--- src/logic/fetch_pkg.sv ---
package fetch_pkg;

  // Datapath width of the front end
  localparam int unsigned XLEN = 32;

  // First address fetched after reset
  localparam logic [XLEN-1:0] RESET_PC = 32'h0000_0000;

  // Byte distance between consecutive instructions
  localparam int unsigned INST_BYTES = 4;

  // Instruction memory geometry
  localparam int unsigned IMEM_DEPTH = 64;
  localparam int unsigned IMEM_ADDR_BITS = 6;
  // Word index starts above the byte offset
  localparam int unsigned IMEM_ADDR_LSB = 2;

  // Program counter value
  typedef logic [XLEN-1:0] pc_t;

  // Raw instruction word
  typedef logic [31:0] inst_t;

  // Word index into instruction memory, PC bits 7 to 2
  typedef logic [IMEM_ADDR_BITS-1:0] imem_addr_t;

  // Source of the next PC
  typedef enum logic [1:0] {
    pc_sel_sequential = 2'd0,
    pc_sel_predicted  = 2'd1,
    pc_sel_redirect   = 2'd2
  } pc_sel_t;

endpackage

--- src/logic/bpred_pkg.sv ---
package bpred_pkg;

  // Direct-mapped BTB size
  localparam int unsigned BTB_ENTRIES = 16;

  // Index field sits right above the instruction byte offset
  localparam int unsigned BTB_INDEX_LSB = 2;
  localparam int unsigned BTB_INDEX_BITS = 4;

  // Tag covers every PC bit above the index
  localparam int unsigned BTB_TAG_LSB = 6;
  localparam int unsigned BTB_TAG_BITS = 26;

  // Entry index, PC bits 5 to 2
  typedef logic [BTB_INDEX_BITS-1:0] btb_index_t;

  // Stored tag, PC bits 31 to 6
  typedef logic [BTB_TAG_BITS-1:0] btb_tag_t;

endpackage

--- src/logic/pc_stream_if.sv ---
`timescale 1ns/1ps

// Valid/ready stream of issued PCs between the PC stage and the fetch stage
interface pc_stream_if #(
  parameter int unsigned PC_W = 32
);

  // Item present on the stream
  logic valid;
  // Downstream can take the item this cycle
  logic ready;
  // Issued PC
  logic [PC_W-1:0] pc;
  // BTB hit on this PC
  logic pred_taken;
  // Item left the PC register on a redirect, so it is wrong-path
  logic redirect_pending;

  // Producer side
  modport issue (
    output valid,
    output pc,
    output pred_taken,
    output redirect_pending,
    input  ready
  );

  // Consumer side
  modport fetch (
    input  valid,
    input  pc,
    input  pred_taken,
    input  redirect_pending,
    output ready
  );

endinterface

--- src/logic/pc_select.sv ---
`timescale 1ns/1ps

module pc_select (
  input  logic              clk,
  input  logic              rst_n,
  input  logic              redirect_valid,
  input  fetch_pkg::pc_t    redirect_target,
  input  logic              btb_hit,
  input  fetch_pkg::pc_t    btb_target,
  input  logic              advance,
  output fetch_pkg::pc_sel_t pc_sel,
  output fetch_pkg::pc_t    target
);

  import fetch_pkg::*;

  // Redirect that came in while the PC register was stalled
  logic held_valid;
  pc_t  held_target;

  // Control part of the held redirect
  always_ff @(posedge clk) begin
    if (!rst_n) begin
      held_valid <= 1'b0;
    end else if (advance) begin
      // Any advance consumes whatever redirect is selected now
      held_valid <= 1'b0;
    end else if (redirect_valid) begin
      held_valid <= 1'b1;
    end
  end

  // A newer pulse simply overwrites the held target
  always_ff @(posedge clk) begin
    if (redirect_valid && !advance) begin
      held_target <= redirect_target;
    end
  end

  // Priority: live redirect, held redirect, BTB hit, then fall through
  always_comb begin
    pc_sel = pc_sel_sequential;
    // Target is ignored on the sequential path
    target = btb_target;
    if (redirect_valid) begin
      pc_sel = pc_sel_redirect;
      target = redirect_target;
    end else if (held_valid) begin
      pc_sel = pc_sel_redirect;
      target = held_target;
    end else if (btb_hit) begin
      pc_sel = pc_sel_predicted;
      target = btb_target;
    end
  end

endmodule

--- src/logic/pc_stage.sv ---
`timescale 1ns/1ps

module pc_stage (
  input  logic               clk,
  input  logic               rst_n,
  input  fetch_pkg::pc_sel_t pc_sel,
  input  fetch_pkg::pc_t     target,
  output fetch_pkg::pc_t     pc,
  output logic               advance,
  input  logic               btb_hit,
  pc_stream_if.issue         issue
);

  import fetch_pkg::*;

  // Next PC from the selected source
  pc_t pc_next;

  // Stream registers behind the modport
  logic issue_valid;
  logic issue_pending;
  logic issue_pred;
  pc_t  issue_pc;

  // The stream slot is free or is being drained this cycle
  assign advance = !issue_valid || issue.ready;

  // Next-PC mux
  always_comb begin
    case (pc_sel)
      pc_sel_redirect:   pc_next = target;
      pc_sel_predicted:  pc_next = target;
      pc_sel_sequential: pc_next = pc + pc_t'(INST_BYTES);
      default:           pc_next = pc + pc_t'(INST_BYTES);
    endcase
  end

  // PC register
  // Only moves on a cycle where its current value is issued
  always_ff @(posedge clk) begin
    if (!rst_n) begin
      pc <= RESET_PC;
    end else if (advance) begin
      pc <= pc_next;
    end
  end

  // Stream control bits
  always_ff @(posedge clk) begin
    if (!rst_n) begin
      issue_valid   <= 1'b0;
      issue_pending <= 1'b0;
    end else if (advance) begin
      // Always a PC to offer once the first one is out
      issue_valid <= 1'b1;
      // PC leaving on a redirect was fetched down the old path
      issue_pending <= (pc_sel == pc_sel_redirect);
    end
  end

  // Stream payload
  // BTB lookup runs on pc, so the hit lines up with the issued PC
  always_ff @(posedge clk) begin
    if (advance) begin
      issue_pc   <= pc;
      issue_pred <= btb_hit;
    end
  end

  assign issue.valid            = issue_valid;
  assign issue.pc               = issue_pc;
  assign issue.pred_taken       = issue_pred;
  assign issue.redirect_pending = issue_pending;

endmodule

--- src/logic/branch_target_buffer.sv ---
`timescale 1ns/1ps

module branch_target_buffer (
  input  logic           clk,
  input  logic           rst_n,
  input  fetch_pkg::pc_t lookup_pc,
  output logic           hit,
  output fetch_pkg::pc_t hit_target,
  input  logic           wr_en,
  input  fetch_pkg::pc_t wr_pc,
  input  fetch_pkg::pc_t wr_target
);

  import fetch_pkg::*;
  import bpred_pkg::*;

  // One valid bit per entry
  logic [BTB_ENTRIES-1:0] entry_valid;

  // Tag and target storage
  btb_tag_t entry_tag    [BTB_ENTRIES];
  pc_t      entry_target [BTB_ENTRIES];

  // Lookup fields
  btb_index_t lookup_idx;
  btb_tag_t   lookup_tag;

  // Update fields
  btb_index_t wr_idx;
  btb_tag_t   wr_tag;

  assign lookup_idx = lookup_pc[BTB_INDEX_LSB +: BTB_INDEX_BITS];
  assign lookup_tag = lookup_pc[BTB_TAG_LSB +: BTB_TAG_BITS];

  assign wr_idx = wr_pc[BTB_INDEX_LSB +: BTB_INDEX_BITS];
  assign wr_tag = wr_pc[BTB_TAG_LSB +: BTB_TAG_BITS];

  // Valid bits start empty
  always_ff @(posedge clk) begin
    if (!rst_n) begin
      entry_valid <= '0;
    end else if (wr_en) begin
      entry_valid[wr_idx] <= 1'b1;
    end
  end

  // Write replaces whatever lived in the slot
  always_ff @(posedge clk) begin
    if (wr_en) begin
      entry_tag[wr_idx]    <= wr_tag;
      entry_target[wr_idx] <= wr_target;
    end
  end

  // Combinational lookup
  // Updates show up one edge after the write
  always_comb begin
    hit        = entry_valid[lookup_idx] && (entry_tag[lookup_idx] == lookup_tag);
    hit_target = entry_target[lookup_idx];
  end

endmodule

--- src/logic/fetch_stage.sv ---
`timescale 1ns/1ps

module fetch_stage (
  pc_stream_if.fetch      fetch,
  input  logic            clk,
  input  logic            rst_n,
  input  logic            flush,
  input  logic            imem_wr_en,
  input  fetch_pkg::imem_addr_t imem_wr_addr,
  input  fetch_pkg::inst_t imem_wr_data,
  output logic            inst_valid,
  input  logic            inst_ready,
  output fetch_pkg::pc_t  inst_pc,
  output fetch_pkg::inst_t inst_word,
  output logic            inst_pred_taken
);

  import fetch_pkg::*;

  // Instruction memory
  inst_t imem [IMEM_DEPTH];

  // Read side
  imem_addr_t rd_addr;
  inst_t      rd_word;

  // Handshake terms
  logic accept;
  logic load;

  // Write port for loading programs
  always_ff @(posedge clk) begin
    if (imem_wr_en) begin
      imem[imem_wr_addr] <= imem_wr_data;
    end
  end

  // Asynchronous read on the word index of the stream PC
  assign rd_addr = fetch.pc[IMEM_ADDR_LSB +: IMEM_ADDR_BITS];
  assign rd_word = imem[rd_addr];

  // Room when empty, being drained, or about to be flushed
  // On flush the stream item is taken and thrown away
  assign fetch.ready = !inst_valid || inst_ready || flush;

  assign accept = fetch.valid && fetch.ready;

  // Wrong-path items and anything caught by the flush are dropped
  assign load = accept && !fetch.redirect_pending && !flush;

  // Output valid
  always_ff @(posedge clk) begin
    if (!rst_n) begin
      inst_valid <= 1'b0;
    end else if (flush) begin
      inst_valid <= 1'b0;
    end else if (load) begin
      inst_valid <= 1'b1;
    end else if (inst_ready) begin
      // Consumed with nothing behind it
      inst_valid <= 1'b0;
    end
  end

  // Output payload
  // Holds while the decode side stalls since load needs ready
  always_ff @(posedge clk) begin
    if (load) begin
      inst_pc         <= fetch.pc;
      inst_word       <= rd_word;
      inst_pred_taken <= fetch.pred_taken;
    end
  end

endmodule

--- src/logic/fetch_top.sv ---
`timescale 1ns/1ps

module fetch_top (
  input  logic                  clk,
  input  logic                  rst_n,
  input  logic                  redirect_valid,
  input  fetch_pkg::pc_t        redirect_target,
  input  logic                  btb_wr_en,
  input  fetch_pkg::pc_t        btb_wr_pc,
  input  fetch_pkg::pc_t        btb_wr_target,
  input  logic                  imem_wr_en,
  input  fetch_pkg::imem_addr_t imem_wr_addr,
  input  fetch_pkg::inst_t      imem_wr_data,
  output logic                  inst_valid,
  input  logic                  inst_ready,
  output fetch_pkg::pc_t        inst_pc,
  output fetch_pkg::inst_t      inst_word,
  output logic                  inst_pred_taken
);

  import fetch_pkg::*;

  // Selection result into the PC stage
  pc_sel_t pc_sel;
  pc_t     sel_target;

  // Current PC and its BTB lookup
  pc_t  cur_pc;
  logic btb_hit;
  pc_t  btb_target;

  // PC register moves this cycle
  logic advance;

  // PC stream between the PC stage and the fetch stage
  pc_stream_if #(.PC_W(XLEN)) stream_if ();

  pc_select u_pc_select (
    .clk             (clk),
    .rst_n           (rst_n),
    .redirect_valid  (redirect_valid),
    .redirect_target (redirect_target),
    .btb_hit         (btb_hit),
    .btb_target      (btb_target),
    .advance         (advance),
    .pc_sel          (pc_sel),
    .target          (sel_target)
  );

  pc_stage u_pc_stage (
    .clk     (clk),
    .rst_n   (rst_n),
    .pc_sel  (pc_sel),
    .target  (sel_target),
    .pc      (cur_pc),
    .advance (advance),
    .btb_hit (btb_hit),
    .issue   (stream_if.issue)
  );

  // Lookup runs on the PC register itself
  branch_target_buffer u_btb (
    .clk        (clk),
    .rst_n      (rst_n),
    .lookup_pc  (cur_pc),
    .hit        (btb_hit),
    .hit_target (btb_target),
    .wr_en      (btb_wr_en),
    .wr_pc      (btb_wr_pc),
    .wr_target  (btb_wr_target)
  );

  // Redirect pulse doubles as the fetch flush
  fetch_stage u_fetch_stage (
    .clk             (clk),
    .rst_n           (rst_n),
    .fetch           (stream_if.fetch),
    .flush           (redirect_valid),
    .imem_wr_en      (imem_wr_en),
    .imem_wr_addr    (imem_wr_addr),
    .imem_wr_data    (imem_wr_data),
    .inst_valid      (inst_valid),
    .inst_ready      (inst_ready),
    .inst_pc         (inst_pc),
    .inst_word       (inst_word),
    .inst_pred_taken (inst_pred_taken)
  );

endmodule

--- config.mk ---
export PLATFORM = sky130hd
export DESIGN_NAME = fetch_top
export DESIGN_NICKNAME = d
export VERILOG_FILES = /design/src/logic/fetch_pkg.sv /design/src/logic/bpred_pkg.sv /design/src/logic/pc_stream_if.sv /design/src/logic/pc_select.sv /design/src/logic/pc_stage.sv /design/src/logic/branch_target_buffer.sv /design/src/logic/fetch_stage.sv /design/src/logic/fetch_top.sv
export SDC_FILE = /design/constraint.sdc
export NUM_CORES = 2
export LEC_CHECK = 0
export BUFFER_PORTS_ARGS = -buffer_cell sky130_fd_sc_hd__buf_2
export CAP_MARGIN = 20
export CORE_UTILIZATION = 30
export CTS_BUF_LIST = sky130_fd_sc_hd__clkbuf_8
export DETAILED_ROUTE_END_ITERATION = 6
export GPL_TIMING_DRIVEN = 0
export PLACE_DENSITY = 0.54
export REMOVE_ABC_BUFFERS = 1
export SYNTH_ARGS = -nofsm -noshare
export SYNTH_HDL_FRONTEND = slang
export SYNTH_SLANG_ARGS = --single-unit
--- constraint.sdc ---
create_clock -name clk -period 13.1 [get_ports clk]
set_input_delay 1.965 -clock clk [delete_from_list [all_inputs] [get_ports clk]]
set_output_delay 1.965 -clock clk [all_outputs]
set_load 0.02 [all_outputs]
==> impl_metrics.csv <==
group,metric,value,unit
floorplan,die_area,0.406,mm2
finish,total_area_of_sequential_cells,0.0944,mm2
setup_path,critPathMaxStageDelay,1020,ps
routing,firstDrtPassIters,6,
synth,synth-async-reset-ratio,0,%
global_route,grt_overflow_total,0,
cts,worstSkewPairLatency,1130,ps
routing,drt-wirelength-per-cell,27.6,um
power_and_ir_drop,sequentialPowerShare,54.5,%
power_and_ir_drop,power_frac_comb,8.7,%
cts,clockRootBuffer,"clkbuf_8",
finish,layout-area-overhead-vs-synth,20.2,%
timing,rsz_0062_raised_after_global_routing,"no",
routing,via_per_inst,4.99,
power_and_ir_drop,irDropWorstVdd,0.107,mV
run,maxCapViolCount,0,
global_route,grt_max_degree,65,
setup_path,worstSetupPathType,"reg2reg",
power_and_ir_drop,p_int,0.0160,W
placed_design,gp_congestion,0.757,
placed_design,dp_hpwl,209,mm
setup_path,timing.critical_path.fanout_max,56,
timing,timing.max_slew.rel_slack,26.4,%
floorplan,floorplan.core_area,0.402,mm2
timing,clock-skew-final,103,ps
outcome,status,"complete, no violations",
synth,post_synthesis_register_bit_count,3162,
finish,area_occupied_by_multi_input_gates,0.0262,mm2
power_and_ir_drop,power_density,143,mW/mm2
cts,hold_buffers,0,
global_route,antenna_found_initial,77,
floorplan,die_h,638,um
synth,post_synth_inst_count,5154,
timing,period_share,45.6,%
timing,clock.fmax,167,MHz
cts,cts.repair_timing.setup_buffer_count,0,
power_and_ir_drop,p_clk_share,36.8,%
worst_hold_path,min_path_type,"reg2reg",
power_and_ir_drop,cellLeakagePower,45.3,nW
timing,final-hold-violation-count,0,
global_route,grt_use_met3,3.37,%
global_route,most_utilized_layer_in_the_global_route_result,"met2",
cts,postCtsResizedCells,0,
setup_path,cpMostUsedCell,"buf_16",
routing,detailroute.via_count,58200,
global_route,first_global_vias,60400,
setup_path,arrival,6900,ps
power_and_ir_drop,switchingPower,0.00483,W
cts,clk_path_buf_depth,4,
global_route,grt_first_pass_wirelength,454,mm
floorplan,die_w,638,um
finish,ratio_of_cells_with_drive_above_1_in_the_final_layout,34.6,%
setup_path,crit_chain,"buf_16 > buf_16 > nor2b_1 > a221o_1 > o22ai_1 > xor2_1 > or4_1 > nand4bb_1 > o21ai_2 > nand3_1 > a31oi_1",
synth,ys_seq_area_share,77.9,%
routing,detail_route.iter0.violations,5931,
setup_path,required_time_worst_endpoint,14030,ps
cts,number_of_levels_in_the_clock_h_tree,5,
setup_path,worstSetupEndpointType,"register",
synth,synth_area,0.121,mm2
cts,cts_sinks,3162,
synth,synth.avg_cell_area,23.5,um2
global_route,use_met2,25.7,%
finish,finish.net_count,6112,
finish,filler_cell_count,36600,
setup_path,start_kind,"register",
synth,yosys.cell_types.count,83,
setup_path,crit_slowest_cell,"o21ai_2",
timing,final-setup-viol-count,0,
routing,total_wirelength,322,mm
floorplan,rows,233,
cts,tritoncts.num_buffers,485,
synth,ys.flop_type,"edfxtp_1",
global_route,grt.total_usage,15.5,%
timing,tightestPinTransition,1100,ps
timing,final_period_minus_worst_setup_slack,5970,ps
synth,number_of_enable_flip_flop_cells_after_synthesis,3106,
power_and_ir_drop,p_sw_share,23.2,%
cts,tritoncts,"built",
synth,ys.warnings.count,0,
global_route,grt_util_met1,20.5,%
routing,drc,0,
cts,clk_pin_slew,70,ps
timing,tns,0,ps
routing,ant_nets,0,
floorplan,num_io_pins,206,
floorplan,start_util,30.1,%
timing,timing.final.max_slew_violations,0,
placed_design,count_of_input_and_output_buffers,203,
power_and_ir_drop,totalPowerFinal,0.0208,W
## per-stage QoR
stage	std cells	instance area (um2)	setup WS, ps	utilization [%]	hold slack (ps)
after floorplan	4899	120000	-9060	-	400
after global placement	10400	128000	-20840	31.7	408
after global routing	11600	146000	6950	36.2	417
after CTS	11600	145000	7110	36.1	422
final	11700	146000	7130	36.2	421
after detailed placement	10800	136000	7200	33.9	405
## cells by family (layout without fill, tap and decap cells)
| logic type | after synthesis | in the layout | synth area share, % |
|---|---|---|---|
| flops | 3162 | 3162 | 77.9 |
| compound gates | 213 | 213 | 1.21 |
| fa+ha+maj | 1 | 1 | 0.0103 |
| buf+inv | 301 | 1469 | 1.06 |
| simple gates | 411 | 411 | 1.62 |
| xor+xnor | 32 | 32 | 0.231 |
| other cells | 1 | 52 | 0.00309 |
| mux | 1033 | 1033 | 18.0 |
## synth_stat cells (13+ instances only)
cell type	count	share of area [%]
mux4_2	907	17
nand2_1	107	0.33
nor2_1	132	0.41
buf_1	75	0.23
xnor2_1	16	0.12
mux2_2	23	0.21
edfxtp_1	3106	77
buf_2	38	0.16
xor2_1	16	0.12
nand2b_1	13	0.067
o22ai_1	15	0.077
mux2i_1	99	0.82
a21oi_1	47	0.19
nand3_1	33	0.14
a22oi_1	16	0.099
nor4_1	14	0.072
dfxtp_1	56	0.93
and3_1	17	0.088
nor3_1	24	0.099
clkbuf_1	158	0.49
nand4_1	13	0.067
o21ai_0	29	0.12
## worst paths after layout
check	end	cells after the start	startpoint	slack (ps)
setup / recovery	u_pc_stage.pc[2]	11	register	7130
hold / removal	u_fetch_stage.inst_pc[0]	0	u_pc_stage.issue.pc[0]	420
setup reg to reg	u_pc_stage.pc[2]	11	register	7130
hold reg to reg	u_fetch_stage.inst_pc[0]	0	u_pc_stage.issue.pc[0]	420
## worst max-delay path, delay by kind of cell (launching register included)
| kind | cells | cell delay [ps] |
|---|---|---|
| XOR/XNOR | 1 | 160 |
| buffers and inverters | 2 | 630 |
| flip-flops | 1 | 590 |
| AO/OA/AOI/OAI | 4 | 1720 |
| AND/OR/NAND/NOR | 4 | 2620 |
## power groups by stage
stage	Sequential (W)	Clock (W)	Combinational [W]
detailed placement	0.0116	0	0.00183
floorplan	0.0117	0	0.00136
finish	0.0113	0.00766	0.00182
global route	0.0114	0.00827	0.00193
CTS	0.0114	0.00787	0.00184
global placement	0.0119	0	0.00224
## placed cells by master (no fill, tap or decap), types with 15 or more instances in the layout
| cell | count |
|---|---|
| nor2_1 | 59 |
| mux4_2 | 907 |
| xor2_1 | 16 |
| dfxtp_1 | 52 |
| mux2_2 | 23 |
| a22oi_1 | 16 |
| bufinv_16 | 17 |
| o21ai_0 | 29 |
| clkbuf_8 | 497 |
| buf_2 | 203 |
| nand2_1 | 107 |
| buf_4 | 15 |
| clkinv_1 | 127 |
| nand3_1 | 33 |
| nor3_1 | 16 |
| buf_12 | 109 |
| mux2i_1 | 99 |
| conb_1 | 32 |
| o22ai_1 | 15 |
| xnor2_1 | 16 |
| edfxtp_1 | 3106 |
| and3_1 | 17 |
| buf_6 | 52 |
| buf_16 | 193 |
| inv_1 | 178 |
| clkinv_2 | 41 |
| diode_2 | 20 |
| nor2_4 | 72 |
| a21oi_1 | 47 |
## routing by layer
metal,vias up,wire (um)
li1,23900,-
met1,31500,133000
met2,2155,157000
met3,610,22400
met4,66,8770
met5,-,465
## area by class of cell
| cell class | instances | share of cell area [%] |
|---|---|---|
| antenna | 20 | 0.0344 |
| clock buffer | 497 | 4.70 |
| clock inverter | 372 | 1.39 |
| inverter | 15 | 0.0412 |
| multi-input combinational | 1722 | 18.0 |
| sequential | 3162 | 64.8 |
| tap | 5287 | 4.54 |
| timing repair buffer | 585 | 6.46 |
## sequential cells by signal (all words and copies together), names as in the netlist, named ones only
signal,cells
u_btb.entry_tag,416
u_btb.entry_target,512
u_btb.entry_valid,16
u_fetch_stage.imem,2048
u_fetch_stage.inst_pc,32
u_fetch_stage.inst_pred_taken,1
u_fetch_stage.inst_valid,1
u_fetch_stage.inst_word,32
u_pc_select.held_target,32
u_pc_select.held_valid,1
u_pc_stage.issue.pc,32
u_pc_stage.issue.pred_taken,1
u_pc_stage.issue.redirect_pending,1
u_pc_stage.issue.valid,1
u_pc_stage.pc,32
Power figures use the tool's default switching activity.
